<file path="src/include/align_defs.svh">
// Line aligner parameters
`ifndef ALIGN_DEFS_SVH
`define ALIGN_DEFS_SVH

// Number of 32-bit elements in one 512-bit cache line
`define ALIGN_ELEMS_PER_LINE 16

// Width of one data element in bits
`define ALIGN_ELEM_BITS 32

// Latency of the element shifter, 15 shift stages plus the output register
`define ALIGN_SHIFT_DEPTH 16

`endif

</file>
<file path="src/hdl/alignTypesPkg.sv">
// Line aligner vector types
`include "align_defs.svh"

package alignTypesPkg;

    // One data element of the stream
    typedef logic [`ALIGN_ELEM_BITS-1:0] elemT;

    // One cache line, element 0 in the low bits
    typedef logic [`ALIGN_ELEMS_PER_LINE*`ALIGN_ELEM_BITS-1:0] lineT;

    // Two adjacent lines, the later line sits in the upper half
    typedef logic [2*`ALIGN_ELEMS_PER_LINE*`ALIGN_ELEM_BITS-1:0] windowT;

    typedef logic [$clog2(`ALIGN_ELEMS_PER_LINE)-1:0] offsT; // Element offset or shifts left
    typedef logic [15:0] elemCountT;                          // Packet length in elements
    typedef logic [11:0] lineCountT;                          // Line index within a packet

    // One valid bit per element lane
    typedef logic [`ALIGN_ELEMS_PER_LINE-1:0] maskT;

    // Window builder states
    typedef enum logic [1:0] {
        IDLE,  // Waiting for the first line of a packet
        FILL,  // Inside a packet, previous line held
        FLUSH  // Last line held, its window goes out now
    } builderStateT;

endpackage

</file>
<file path="src/hdl/alignStreamPkg.sv">
// Line aligner stage beats
package alignStreamPkg;

    import alignTypesPkg::*;

    // Beat from the window builder into the shifter
    typedef struct packed {
        windowT    data;  // Line k+1 over line k
        offsT      offs;  // Elements still to shift out of the bottom
        elemCountT elems; // Packet length, needed later for masking
        logic      last;  // Final window of the packet
    } windowBeatT;

    // Beat from the shifter into the masker
    typedef struct packed {
        lineT      data;  // Aligned line, packet element 16k in lane 0
        elemCountT elems; // Packet length in elements
        logic      last;  // Final line of the packet
    } shiftedBeatT;

endpackage

</file>
<file path="src/hdl/lineMasker.sv">
// Output line masker
`include "align_defs.svh"

module lineMasker (
    input  logic                        clk,
    input  logic                        rstN,
    input  logic                        shValid,
    input  alignStreamPkg::shiftedBeatT sh,
    output logic                        outValid,
    output logic                        outLast,
    output alignTypesPkg::lineT         outData,
    output alignTypesPkg::maskT         outMask
);

    import alignTypesPkg::*;

    localparam int elemsPerLine = `ALIGN_ELEMS_PER_LINE;
    localparam int elemBits     = `ALIGN_ELEM_BITS;

    lineCountT   lineIdx;    // Index of the arriving line within its packet
    logic [16:0] lineBase;   // Packet element index held in lane 0
    maskT        laneMask;
    lineT        maskedData;

    assign lineBase = 17'(lineIdx) * 17'(elemsPerLine);

    always_comb begin
        for (int j = 0; j < elemsPerLine; j++) begin
            laneMask[j] = (lineBase + 17'(j)) < 17'(sh.elems); // Lane holds a real element
            // Lanes past the packet end go out as zero
            maskedData[j*elemBits +: elemBits] =
                laneMask[j] ? sh.data[j*elemBits +: elemBits] : elemT'(0);
        end
    end

    always_ff @(posedge clk or negedge rstN) begin
        if (!rstN) begin
            lineIdx  <= '0;
            outValid <= 1'b0;
            outLast  <= 1'b0;
        end else begin
            outValid <= shValid;
            outLast  <= shValid && sh.last;
            if (shValid) begin
                lineIdx <= sh.last ? '0 : lineIdx + lineCountT'(1); // Next packet starts at line 0
            end
        end
    end

    always_ff @(posedge clk) begin
        outData <= maskedData;
        outMask <= laneMask;
    end

    // Every packet holds at least one element, so its first line has lane 0 valid
    assert property (@(posedge clk) disable iff (!rstN)
        (shValid && lineIdx == '0) |=> (outValid && outMask[0]));

endmodule

</file>
<file path="config.mk">
export PLATFORM = sky130hd
export DESIGN_NAME = lineMasker
export DESIGN_NICKNAME = d
export VERILOG_FILES = /design/src/hdl/alignTypesPkg.sv /design/src/hdl/alignStreamPkg.sv /design/src/hdl/lineMasker.sv
export VERILOG_INCLUDE_DIRS = /design/src /design/src/include
export SDC_FILE = /design/constraint.sdc
export NUM_CORES = 1
export LEC_CHECK = 0
export ABC_CLOCK_PERIOD_IN_PS = 2300
export BUFFER_PORTS_ARGS = -buffer_cell sky130_fd_sc_hd__buf_2
export CORE_AREA = 2 2 418 420
export DETAILED_ROUTE_END_ITERATION = 16
export DIE_AREA = 0 0 420 422
export PLACE_DENSITY = 0.36
export SKIP_CTS_REPAIR_TIMING = 1
export SLEW_MARGIN = 20
export SYNTH_ARGS = -nofsm -noshare
export SYNTH_HDL_FRONTEND = slang
export SYNTH_SLANG_ARGS = --single-unit
</file>
<file path="constraint.sdc">
create_clock -name clk -period 2.3 [get_ports clk]
set_clock_uncertainty 0.15 [all_clocks]
set_input_delay 0.23 -clock clk [delete_from_list [all_inputs] [get_ports clk]]
set_output_delay 0.23 -clock clk [all_outputs]
set_load 0.1 [all_outputs]
</file>
## Yosys cells after proc, flatten, opt, wreduce, memory -nomap -nowiden

Cells that the tools add are included.

| storage, ports and cells | value |
|---|---|
| register bits | 542 |
| bits in latches | 0 |
| bits in writable memories | 0 |
| bits in read-only memories | 0 |
| output and inout port bits | 530 |
| logic and storage cells | 54 |
| memories kept | 0 |

| operators by class | value |
|---|---|
| add/subtract/negate cells | 16 |
| multiply operators | 0 |
| div/mod/pow operators | 0 |
| magnitude comparators | 16 |
| equal/unequal tests | 0 |
| shift-type cells | 0 |
| mux-type cells | 1 |
| bitwise gates (word level) | 0 |
| reduce and logical (&&, ||, !) cells | 1 |

Operators by type and width:

| operator | count |
|---|---|
| $lt 17x16->1 | 15 |
| $add 16x4->17 const B | 8 |
| $add 16x3->17 const B | 4 |
| $add 16x2->17 const B | 2 |
| $add 16x1->17 const B | 1 |
| $lt 16x16->1 | 1 |
| $add 12x1->12 const B | 1 |
| $mux 12 | 1 |
| $logic_and 1x1->1 | 1 |

## Depth between registers and ports, before layout

| depth | value |
|---|---|
| word-level depth | 2 |
| gate-level depth with buffers | 10 |
| depth with buffers taken out | 7 |

## Worst setup path before layout

OpenSTA, ideal clock, no wires.

| path | value |
|---|---|
| path type | register to register |
| from | reg lineIdx[2] |
| to | reg outData[217] |
| setup time | 0.060 ns |
| arrival time | 2.096 ns |
| data required time | 2.090 ns |
| setup slack | -0.006 ns |
| stages on the path, launching flop included | 9 |
| period minus slack after synthesis | 2.306 ns |
| cell sequence | dfrtp_1 ha_1 a21o_1 a31oi_1 o21ai_1 a31oi_1 buf_2 buf_2 and3_1 |

| between the ends | value |
|---|---|
| cells in the longest elaborated chain, start to end | 2 |

RTL lines:

| what | line | RTL |
|---|---|---|
| start: declaration | lineMasker.sv:20 | `lineCountT lineIdx;` |
| start signal: assignment | lineMasker.sv:45 | `lineIdx <= sh.last ? '0 : lineIdx + lineCountT'(1);` |
| $add 16x3->17 | lineMasker.sv:29 | `laneMask[j] = (lineBase + 17'(j)) < 17'(sh.elems);` |
| $lt 17x16->1 | lineMasker.sv:29 |  |
| end signal: assignment | lineMasker.sv:51 | `outData <= maskedData;` |
| end: declaration | lineMasker.sv:11 | `output alignTypesPkg::lineT outData,` |

Every way passes these cells.
A chain may end at the register's enable or synchronous reset.

## Worst setup path after layout

| path | value |
|---|---|
| from | reg lineIdx[7] |
| to | reg outData[94] |

| between the ends | value |
|---|---|
| cells in the longest elaborated chain, start to end | 2 |

RTL lines:

| what | line |
|---|---|
| $add 16x2->17 | lineMasker.sv:29 |
| $lt 17x16->1 | lineMasker.sv:29 |

Every way passes these cells.

==> impl_metrics.toml <==
[outcome]
status = "finished with violations"
violations = "setup timing"

[placed_design]
pre_cts_ws_ps = -267
place_congestion = 0.871
hpwl_mm = 81.7
numPortBuffers = 1061
dp.cells = 4677

[synthesis]
async_flop_share = 0.0258
synth.most_common_cell = "dfxtp_1"
yosys.area.top_type = "dfxtp_1"
synth_area_mm2 = 0.0154
synth_nets = 1809
synth_top_cell_area_share = 0.687
synth_common_cells = "dfxtp_1, and2_1, buf_2"
ys.flop_type = "dfxtp_1"
syn_inst = 1263
synthTopCellsByArea = "dfxtp_1, and2_1, dfrtp_1"
seq_area_frac_synth = 0.710
ys_ff_latch = 542
syn_area_per_cell_um2 = 12.2
yosysWarnings = 0
synth-edff-count = 0
synth.distinct_cells = 41

[critical_path]
critical_path.startpoint_type = "flip-flop"
required_ps = 2760
path_class = "flip-flop to flip-flop"
arrival_ps = 2860
end_kind = "flip-flop"
crit_fanout = 34

[power]
p_leak_nw = 15.1
p_per_area_mw_per_mm2 = 847
power.total_mw = 28.4
peakVddDrop_mv = 0.550

[timing]
whs_ps = 138
period_share = 1.05
relSlewSlack = 0.512
fin_crit_ps = 2410
setup_violations = 278
slew_violations = 0
grt_setup_unrepaired = "yes"
tns_ps = -12020
setup_ws_ps = -107
timing.fmax_mhz = 416
final_hold_viol_count = 0
tightest_slew_ps = 729

[route]
num_vias = 15500
totalWireLength_mm = 104
wl_per_cell_um = 19.3
drtPass1Iterations = 4
drtIter0Drc = 370
drc = 0
ant_nets = 0
via_per_inst = 2.87

[clocking]
cts_max_path_buffers = 3
clk_pin_slew_ps = 60
htree_levels = 3
clock-sinks = 542
cts_tree = "yes"
root_buffer = "clkbuf_16"
insertion_delay_ps = 670
cts_made_buffers = 73

[floorplanning]
die_height_um = 422
core_region_area_mm2 = 0.173
die_x_um = 420
ios = 1062
die_area_mm2 = 0.177
row_count = 153
initial_core_util = 0.0890

[grt]
grt_max_degree = 34
grt_pass1_vias = 13200
grt_antenna_before_repair = 56
grt.overflow.total = 0
grt_pass1_wl_mm = 123
grt_usage = 0.105

[cells_and_area]
drive_above_1_share = 0.472
fin_cells = 5392
fin_nets = 3539
syn2layout_area_growth_pct = 118

[hold_path]
hold_path.class = "input pin to flip-flop"

[run]
drv_cap = 0
-- registers in the layout, indices dropped and copies added (netlist names) --
register  cells
outMask      16
outValid      1
outLast       1
lineIdx      12
outData     512
-- worst max-delay path, cell delays in order, from the launching register on --
cell	delay (ps)
dfrtp_1	410
ha_4	230
buf_4	140
nand3_1	90
a21oi_2	60
a211o_4	310
clkbuf_16	190
buf_4	140
nor3_4	210
buf_12	220
and2_1	160
-- layout make-up --
type | count | area (µm²)
multi-input cells | 643 | 4660
fillers | 19100 | 139000
well taps | 2325 | 2910
clock buffers | 101 | 2150
diodes | 19 | 47.5
clock inverters | 29 | 384
inverters | 19 | 71.3
repair buffers | 1714 | 12400
flip-flops and latches | 542 | 10900
-- layout by cell type, fill, tap and decap left out, types with 31 or more instances in the layout --
cell type / instances
buf_2: 1061
dfxtp_1: 528
dlygate4sd3_1: 516
and2_1: 414
clkbuf_16: 94
and2_4: 68
buf_4: 58
buf_12: 37
and3_1: 31
-- power by group --
part	switching [mW]	total (mW)	internal (mW)
clock	4.78	12.0	7.24
sequential	0.186	10.1	9.91
combinational	4.65	6.28	1.63
-- metal layers --
layer  track usage  vias up  part of all wire
li1              -     7441                 -
met2         0.176      617              0.49
met1         0.119     7269              0.41
met5             0        -            0.0014
met3        0.0458      131             0.075
met4        0.0311       22             0.024
-- metrics by stage --
stage	instance area [µm²]	util
after global routing	33500	0.194
final	33500	0.194
after global placement	24400	0.141
after detailed placement	24400	0.141
after CTS	27000	0.156
after floorplan	15400	-
-- final timing paths --
| path | slack [ps] | endpoint | start | cells after the start |
|---|---|---|---|---|
| worst max-delay path | -110 | outData[94] | lineIdx[7] | 10 |
| max in group asynchronous | 970 | lineIdx[3] | rstN | 3 |
| worst max register to register | -110 | outData[94] | lineIdx[7] | 10 |
| worst min-delay path | 140 | outData[329] | sh[346] | 3 |
| min in group asynchronous | 570 | outValid | rstN | 3 |
| worst min register to register | 510 | lineIdx[5] | lineIdx[5] | 3 |
-- cells by family after synthesis --
logic type,Yosys count,share of synthesized area
and+or+nand+nor,582,0.235
DFF,542,0.710
buffers and inverters,78,0.0229
AOI/OAI and AO/OA,40,0.0164
adders and majority gates,14,0.0114
xor gates and xnor gates,7,0.00399
(Power assumes the default switching activity.)
