`config.mk`:
```
export PLATFORM = sky130hd
export DESIGN_NAME = windowBuilder
export DESIGN_NICKNAME = d
export VERILOG_FILES = /design/src/hdl/alignTypesPkg.sv /design/src/hdl/alignStreamPkg.sv /design/src/hdl/windowBuilder.sv
export VERILOG_INCLUDE_DIRS = /design/src /design/src/include
export SDC_FILE = /design/constraint.sdc
export NUM_CORES = 1
export LEC_CHECK = 0
export BUFFER_PORTS_ARGS = -buffer_cell sky130_fd_sc_hd__buf_2
export CAP_MARGIN = 10
export CORE_AREA = 2 2 620 622
export CTS_CLUSTER_DIAMETER = 80
export DETAILED_ROUTE_END_ITERATION = 10
export DIE_AREA = 0 0 622 624
export HOLD_SLACK_MARGIN = 0.1
export SETUP_SLACK_MARGIN = 0.4
export SLEW_MARGIN = 40
export SYNTH_ARGS = -nofsm -noshare
export SYNTH_HDL_FRONTEND = slang
export SYNTH_SLANG_ARGS = --single-unit
```
`constraint.sdc`:
```
create_clock -name clk -period 6.8 [get_ports clk]
set_input_delay 0.34 -clock clk [delete_from_list [all_inputs] [get_ports clk]]
set_output_delay 0.34 -clock clk [all_outputs]
set_load 0.1 [all_outputs]
```
`src/include/align_defs.svh`:
```
// Line aligner parameters
`ifndef ALIGN_DEFS_SVH
`define ALIGN_DEFS_SVH

// Number of 32-bit elements in one 512-bit cache line
`define ALIGN_ELEMS_PER_LINE 16

// Width of one data element in bits
`define ALIGN_ELEM_BITS 32

// Latency of the element shifter, 15 shift stages plus the output register
`define ALIGN_SHIFT_DEPTH 16

`endif

```
`src/hdl/alignTypesPkg.sv`:
```
// Line aligner vector types
`include "align_defs.svh"

package alignTypesPkg;

    // One data element of the stream
    typedef logic [`ALIGN_ELEM_BITS-1:0] elemT;

    // One cache line, element 0 in the low bits
    typedef logic [`ALIGN_ELEMS_PER_LINE*`ALIGN_ELEM_BITS-1:0] lineT;

    // Two adjacent lines, the later line sits in the upper half
    typedef logic [2*`ALIGN_ELEMS_PER_LINE*`ALIGN_ELEM_BITS-1:0] windowT;

    typedef logic [$clog2(`ALIGN_ELEMS_PER_LINE)-1:0] offsT; // Element offset or shifts left
    typedef logic [15:0] elemCountT;                          // Packet length in elements
    typedef logic [11:0] lineCountT;                          // Line index within a packet

    // One valid bit per element lane
    typedef logic [`ALIGN_ELEMS_PER_LINE-1:0] maskT;

    // Window builder states
    typedef enum logic [1:0] {
        IDLE,  // Waiting for the first line of a packet
        FILL,  // Inside a packet, previous line held
        FLUSH  // Last line held, its window goes out now
    } builderStateT;

endpackage

```
`src/hdl/alignStreamPkg.sv`:
```
// Line aligner stage beats
package alignStreamPkg;

    import alignTypesPkg::*;

    // Beat from the window builder into the shifter
    typedef struct packed {
        windowT    data;  // Line k+1 over line k
        offsT      offs;  // Elements still to shift out of the bottom
        elemCountT elems; // Packet length, needed later for masking
        logic      last;  // Final window of the packet
    } windowBeatT;

    // Beat from the shifter into the masker
    typedef struct packed {
        lineT      data;  // Aligned line, packet element 16k in lane 0
        elemCountT elems; // Packet length in elements
        logic      last;  // Final line of the packet
    } shiftedBeatT;

endpackage

```
`src/hdl/windowBuilder.sv`:
```
// Window builder stage
`include "align_defs.svh"

module windowBuilder (
    input  logic                       clk,
    input  logic                       rstN,
    input  logic                       inValid,
    input  logic                       inLast,
    input  alignTypesPkg::lineT        inData,
    input  alignTypesPkg::offsT        inOffs,
    input  alignTypesPkg::elemCountT   inElems,
    output logic                       winValid,
    output alignStreamPkg::windowBeatT win,
    output logic                       lenError
);

    import alignTypesPkg::*;

    builderStateT state;
    builderStateT stateNext;
    lineT         prevLine;   // Line k, waiting for line k+1
    offsT         pktOffs;    // Offset of the packet in progress
    elemCountT    pktElems;   // Element count of the packet in progress
    lineCountT    pktLines;   // Lines the packet should have
    lineCountT    lineCnt;    // Lines seen so far in this packet
    logic         firstLine;  // An arriving line would open a new packet
    logic [15:0]  spanNow;    // Offset plus count, rounded up to a full line
    lineCountT    expNow;     // Expected lines from the inputs of this cycle
    lineCountT    expCur;     // Expected lines for the packet this line belongs to
    lineCountT    cntCur;     // Line count including the arriving line
    windowT       winData;
    offsT         winOffs;
    elemCountT    winElems;
    logic         winLast;

    // Only IDLE and FLUSH take a fresh packet, FILL is always mid-packet
    assign firstLine = (state != FILL);

    // Lines covered are ceil((offs + elems) / 16), the 12-bit line index bounds the packet size
    assign spanNow = 16'(inOffs) + inElems + 16'(`ALIGN_ELEMS_PER_LINE - 1);
    assign expNow  = spanNow[15:4];
    assign expCur  = firstLine ? expNow : pktLines;
    assign cntCur  = firstLine ? lineCountT'(1) : lineCnt + lineCountT'(1);

    always_comb begin
        stateNext = state;
        case (state)
            IDLE: begin
                if (inValid) begin
                    stateNext = inLast ? FLUSH : FILL; // Single-line packets flush at once
                end
            end
            FILL: begin
                if (inValid && inLast) begin
                    stateNext = FLUSH;
                end
            end
            FLUSH: begin
                // The next packet may start right in the flush cycle
                if (inValid) begin
                    stateNext = inLast ? FLUSH : FILL;
                end else begin
                    stateNext = IDLE;
                end
            end
            default: stateNext = IDLE;
        endcase
    end

    always_ff @(posedge clk or negedge rstN) begin
        if (!rstN) begin
            state    <= IDLE;
            winValid <= 1'b0;
            winLast  <= 1'b0;
            lenError <= 1'b0;
            lineCnt  <= '0;
        end else begin
            state    <= stateNext;
            winValid <= (state == FLUSH) || (state == FILL && inValid); // First lines only get stored
            winLast  <= (state == FLUSH);                                // The flush window closes a packet
            if (inValid) begin
                lineCnt <= cntCur;
            end
            if (inValid && inLast && (cntCur != expCur)) begin
                lenError <= 1'b1; // Sticky until the next reset
            end
        end
    end

    always_ff @(posedge clk) begin
        if (state == FLUSH) begin
            winData <= {lineT'(0), prevLine}; // Held last line over an empty upper half
        end else begin
            winData <= {inData, prevLine};
        end
        winOffs  <= pktOffs;  // Still the old packet when a new one opens in FLUSH
        winElems <= pktElems;
        if (inValid) begin
            prevLine <= inData;
            if (firstLine) begin
                pktOffs  <= inOffs;
                pktElems <= inElems;
                pktLines <= expNow;
            end
        end
    end

    assign win = '{data: winData, offs: winOffs, elems: winElems, last: winLast};

    // Nothing leaves the builder in the first clock after reset is released
    assert property (@(posedge clk) $rose(rstN) |-> !winValid);

    // Between packets inLast only comes together with a line
    assert property (@(posedge clk) disable iff (!rstN)
        (state == IDLE && inLast) |-> inValid);

endmodule

```
-- After elaboration in Yosys (flattened, before gate mapping)
Index checks and enable logic that the tools add are counted.
- flip-flop bits (word level): 1605
- bits of input ports: 536
- output and inout port bits: 1047
- add/sub/neg operators: 3
- eq/ne operators: 6
- muxes and demuxes: 7
- reductions and logical operators: 7
- operators by type and width (cell ; count):
    12-bit two-way mux ; 2
    16-bit by 4-bit adder with 16-bit output, second input constant ; 1
    4-bit by 16-bit adder with 16-bit output ; 1
    12-bit by 1-bit adder with 12-bit output, second input constant ; 1
    12-bit inequality test ; 1
    2-bit two-way mux ; 4
    2-bit one-hot mux with 3 select lines ; 1
    2-bit by 1-bit inequality test with 1-bit output, second input constant ; 2
    2-bit AND reduction ; 2
    1-bit logical AND ; 3
    2-bit by 1-bit == test with 1-bit output, second input constant ; 1
    2-bit == test, second input constant ; 1
    2-bit logical NOT ; 1
    2-bit inequality test, second input constant ; 1
    1-bit logical OR ; 1

-- Logic depth before layout (Yosys ltp)
- word-level depth: 5
- gate-level depth with buffers: 12
- gate-level depth less buffers: 11

-- Worst setup path after synthesis
OpenSTA, ideal clock, no wires.
- path type: input-to-reg
- start point: input inOffs[3]
- end point: register lenError
- setup time: 0.144 ns
- data arrival time: 2.176 ns
- required time: 6.656 ns
- slack: 4.480 ns
- cell stages on the path: 11
- path buffers: 0
- path through: inv_1 -> ha_1 -> inv_1 -> ha_1 -> nor3_1 -> nor2_1 -> nand3_1 -> a21oi_1 -> or3b_2 -> nand3_1 -> a41oi_1
- word-level cells in the longest chain between the ends: 5
- ends and longest elaborated chain (element ; RTL line ; RTL):
    from (decl) ; windowBuilder.sv:10 ; input alignTypesPkg::offsT inOffs,
    4-bit by 16-bit adder with 16-bit output ; windowBuilder.sv:40 ; assign spanNow = 16'(inOffs) + inElems + 16'(`ALIGN_ELEMS_PER_LINE - 1);
    16-bit by 4-bit adder with 16-bit output ; windowBuilder.sv:40 ;
    12-bit two-way mux ; - ;
    12-bit inequality test ; windowBuilder.sv:84 ; if (inValid && inLast && (cntCur != expCur)) begin
    1-bit logical AND ; windowBuilder.sv:84 ;
    to (signal assigned) ; windowBuilder.sv:75 ; lenError <= 1'b0;
    to (signal assigned) ; windowBuilder.sv:85 ; lenError <= 1'b1;
    to (decl) ; windowBuilder.sv:14 ; output logic lenError
No other way between the ends.
A chain may end at the register's enable or synchronous reset.

-- Worst setup path after layout
- start point: input inElems[3]
- end point: register lenError
- word-level cells in the longest chain between the ends: 5
- ends and longest elaborated chain (element ; RTL line ; RTL):
    from (decl) ; windowBuilder.sv:11 ; input alignTypesPkg::elemCountT inElems,
    4-bit by 16-bit adder with 16-bit output ; windowBuilder.sv:40 ;
    16-bit by 4-bit adder with 16-bit output ; windowBuilder.sv:40 ;
    12-bit two-way mux ; - ;
    12-bit inequality test ; windowBuilder.sv:84 ;
    1-bit logical AND ; windowBuilder.sv:84 ;
No other way between the ends.

==> results.sh <==
export IMPL_layout_worst_path_cycle_share=0.358
export IMPL_netlist_instances=2400
export IMPL_floorplan_die_area_mm2=0.388
export IMPL_core_area_mm2=0.381
export IMPL_skew_ns=0.0807
export IMPL_mappedNetlistArea_mm2=0.0425
export IMPL_m1WireLength_um=102000
export IMPL_crit_start="inElems[3]"
export IMPL_first_iter_violations=1729
export IMPL_maxCapViolCount=0
export IMPL_drtAntennaViolNets=0
export IMPL_synth_flop_cell="dfxtp_1"
export IMPL_finalInstanceArea_mm2=0.0697
export IMPL_dpl_worst_slack_ns=4.05
export IMPL_buffer_ports_inserted=1582
export IMPL_place_area_mm2=0.0566
export IMPL_critical_path_reg2reg_startpoint="lineCnt[0]$_DFFE_PN0P_"
export IMPL_max_slew_margin=0.417
export IMPL_synthDominantAreaCellType="dfxtp_1"
export IMPL_crit_path_max_fanout=7
export IMPL_routed_wirelength_um=304000
export IMPL_critPathKind="in -> reg"
export IMPL_synth_distinct_cells=52
export IMPL_reg2regPathDepth=8
export IMPL_ys_seq_area_frac=0.886
export IMPL_yosys_area_top_type_share=0.492
export IMPL_wl_met3_um=49800
export IMPL_path_delay_family="simple AND/OR/NAND/NOR gates"
export IMPL_ir_worst_vdd_v=0.000246
export IMPL_post_layout_total_power_mw=27.6
export IMPL_crit_reg2reg_capture="lenError$_DFFE_PN0P_"
export IMPL_finalNetCount=5279
export IMPL_area_growth_syn_to_layout_pct=64.1
export IMPL_synth_area_per_cell_um2=17.7
export IMPL_most_common_layout_cells="buf_2 (1568), dfxtp_1 (1044), dlygate4sd3_1 (613)"
export IMPL_min_period_ns=2.44
export IMPL_clkTransAtPathRegs_ns=0.06
export IMPL_setup_tns_final_ns=0
export IMPL_cp_slowest_stage_delay_ns=0.52
export IMPL_final_hold_slack_ns=0.149
export IMPL_drive_gt1_frac=0.395
export IMPL_root_buffer="clkbuf_16"
export IMPL_critical_path_n_buffers_inverters=4
export IMPL_r2r_slack_ns=4.45
export IMPL_synth_enable_flop_cells=544
export IMPL_gr_total_overflow=0
export IMPL_cts_made_buffers=196
export IMPL_post_dp_hpwl_um=257000
export IMPL_tritoncts="yes"
export IMPL_p_per_area_mw_per_mm2=396
export IMPL_slowest_stage_cell_cp="dlygate4sd3_1"
export IMPL_timing_critical_path_from_type="primary input"
export IMPL_row_count=227
export IMPL_drt_pass1_iterations=5
export IMPL_crit_arrival_ns=3.15
export IMPL_synthTopCellsByArea="dfxtp_1 (49%), edfxtp_1 (38%), and2_1 (7.6%)"
export IMPL_grt_antenna_before_repair=147
export IMPL_tritoncts_num_sinks=1605
export IMPL_worst_min_path_class="in -> async"
export IMPL_dr_vias_cell=2.97
export IMPL_setup_ws_ns=4.36
export IMPL_drc=0
export IMPL_status="complete, no violations"
export IMPL_route_top_layer_used="met5"
export IMPL_crit_path_end_kind="register"
export IMPL_io_pins=1583
export IMPL_grt_setup_unrepaired="false"
export IMPL_critical_path_required_ns=7.51
export IMPL_post_cts_setup_buffers=0
export IMPL_routed_via_count=29700
export IMPL_first_global_vias=30100
export IMPL_postSynthRegisterBits=1605
export IMPL_cts_max_level=4
export IMPL_finalHoldViolations=0
export IMPL_ctsLongestPathBuffers=4
export IMPL_proportion_of_synthesized_flip_flops_having_asynchronous_set_or_reset=0.0106
export IMPL_achievable_frequency_ghz=0.410
export IMPL_finalMaxSlewViolations=0
export IMPL_timing_critical_path_cells="dlygate4sd3_1 > buf_2 > inv_1 > ha_1 > inv_1 > ha_1 > nor3_1 > nor2_1 > nand3_1 > a21oi_1 > or3b_2 > nand3_1 > a41oi_1"
export IMPL_power_static_leakage_nw=28.4
export IMPL_clock_insertion_delay_worst_skew_ns=0.93
export IMPL_die_w_um=622
export IMPL_finalWeightedCongestion=0.953
export IMPL_die_h_um=624
export IMPL_synthesized_netlist_net_count=2943
export IMPL_initial_util=0.111
export IMPL_met2_length_um=137000
export IMPL_grtUsageTotal=0.151
export IMPL_layout_cells_most_common="buf_2"
export IMPL_first_pass_grt_wire_length_um=367000
export IMPL_routed_wire_length_per_instance_um=30.4
export IMPL_setup_viol=0
export IMPL_synth_warnings=0
export IMPL_worst_margin_pin_slew_ns=0.874
export IMPL_grt_start_max_net_pins=183
-- stage by stage --
step | std cells | util
3_3_place_gp | 8959 | 0.148
2_1_floorplan | 2400 | -
6_report | 9994 | 0.183
5_1_grt | 9963 | 0.183
4_1_cts | 9934 | 0.182
3_5_place_dp | 8959 | 0.148
-- sequential cells by signal, indices dropped and copies added, names as in the netlist --
register	flops
winValid	1
prevLine	512
winElems	16
pktElems	16
pktLines	12
state	2
winLast	1
lenError	1
winOffs	4
winData	1024
lineCnt	12
pktOffs	4
-- cell usage after synthesis (2+ instances only) --
cell type  count
a31oi_1        2
nand4_1        5
edfxtp_1     544
dfxtp_1     1044
nor3_1         5
and4_1         4
dfrtp_1       17
nor2b_1        2
buf_2          3
xnor2_1       15
clkbuf_8       2
inv_1         17
nor2_1        19
nand3_1       14
a21oi_1       13
and3_1         3
o31ai_1        4
and2_1       515
buf_6          2
nand2b_1       3
xor2_1        11
nand2_1       32
a22o_1         3
o211a_1        2
clkbuf_1      61
buf_4          4
o21ai_0       23
ha_1           7
-- kinds of logic (layout without fill, tap and decap cells) --
| kind of cell | after synthesis | count (layout) | share of synthesized area |
|---|---|---|---|
| xor+xnor | 26 | 26 | 0.00536 |
| flops | 1605 | 1605 | 0.886 |
| buf+inv | 89 | 2588 | 0.00913 |
| fa+ha+maj | 7 | 7 | 0.00206 |
| compound gates | 59 | 59 | 0.00892 |
| mux | 1 | 1 | 0.000236 |
| simple gates | 613 | 613 | 0.0881 |
| other cells | 0 | 57 | 0 |
-- layer usage --
metal  GRT usage  vias up
li1            -    12800
met1       0.149    14500
met2       0.243     1785
met3       0.107      552
met4      0.0591       30
met5           0        -
-- repair_timing --
action,4_1_cts,5_1_grt
gates resized for setup,0,0
hold buffers,614,0
hold endpoints to repair,1125,0
-- final cells by class --
type	count	area (µm²)
multi-input cells	706	4460
clock inverters	113	1380
diodes	57	143
flip-flops and latches	1605	37700
inverters	17	63.8
repair buffers	2210	14300
fillers	41400	311000
clock buffers	248	5370
well taps	5038	6300
-- worst max path at each step --
stage	to	slack (ns)	cells after the start
after floorplan	lenError$_DFFE_PN0P_	4.48	11
after global placement	lenError$_DFFE_PN0P_	4.07	12
after global routing	lenError$_DFFE_PN0P_	4.22	8
after CTS	win[378]	4.41	1
after detailed placement	lenError$_DFFE_PN0P_	4.05	12
final	lenError$_DFFE_PN0P_	4.36	13
-- worst reg2reg max path, cell delays in order (launching register included) --
cell,delay [ns]
dfrtp_1,0.48
ha_1,0.28
and4_1,0.39
nand3_1,0.19
xor2_1,0.23
o221a_2,0.24
nor2_1,0.05
nor4_2,0.21
a41oi_1,0.14
-- power by group --
| part | internal [mW] | total (mW) | leakage (nW) | switching [mW] |
|---|---|---|---|---|
| Sequential | 10.7 | 10.9 | 14.3 | 0.211 |
| Clock | 6.36 | 10.9 | 3.29 | 4.56 |
| Combinational | 0.816 | 5.79 | 10.8 | 4.97 |
Note: power is estimated with default switching activity, not from simulation.
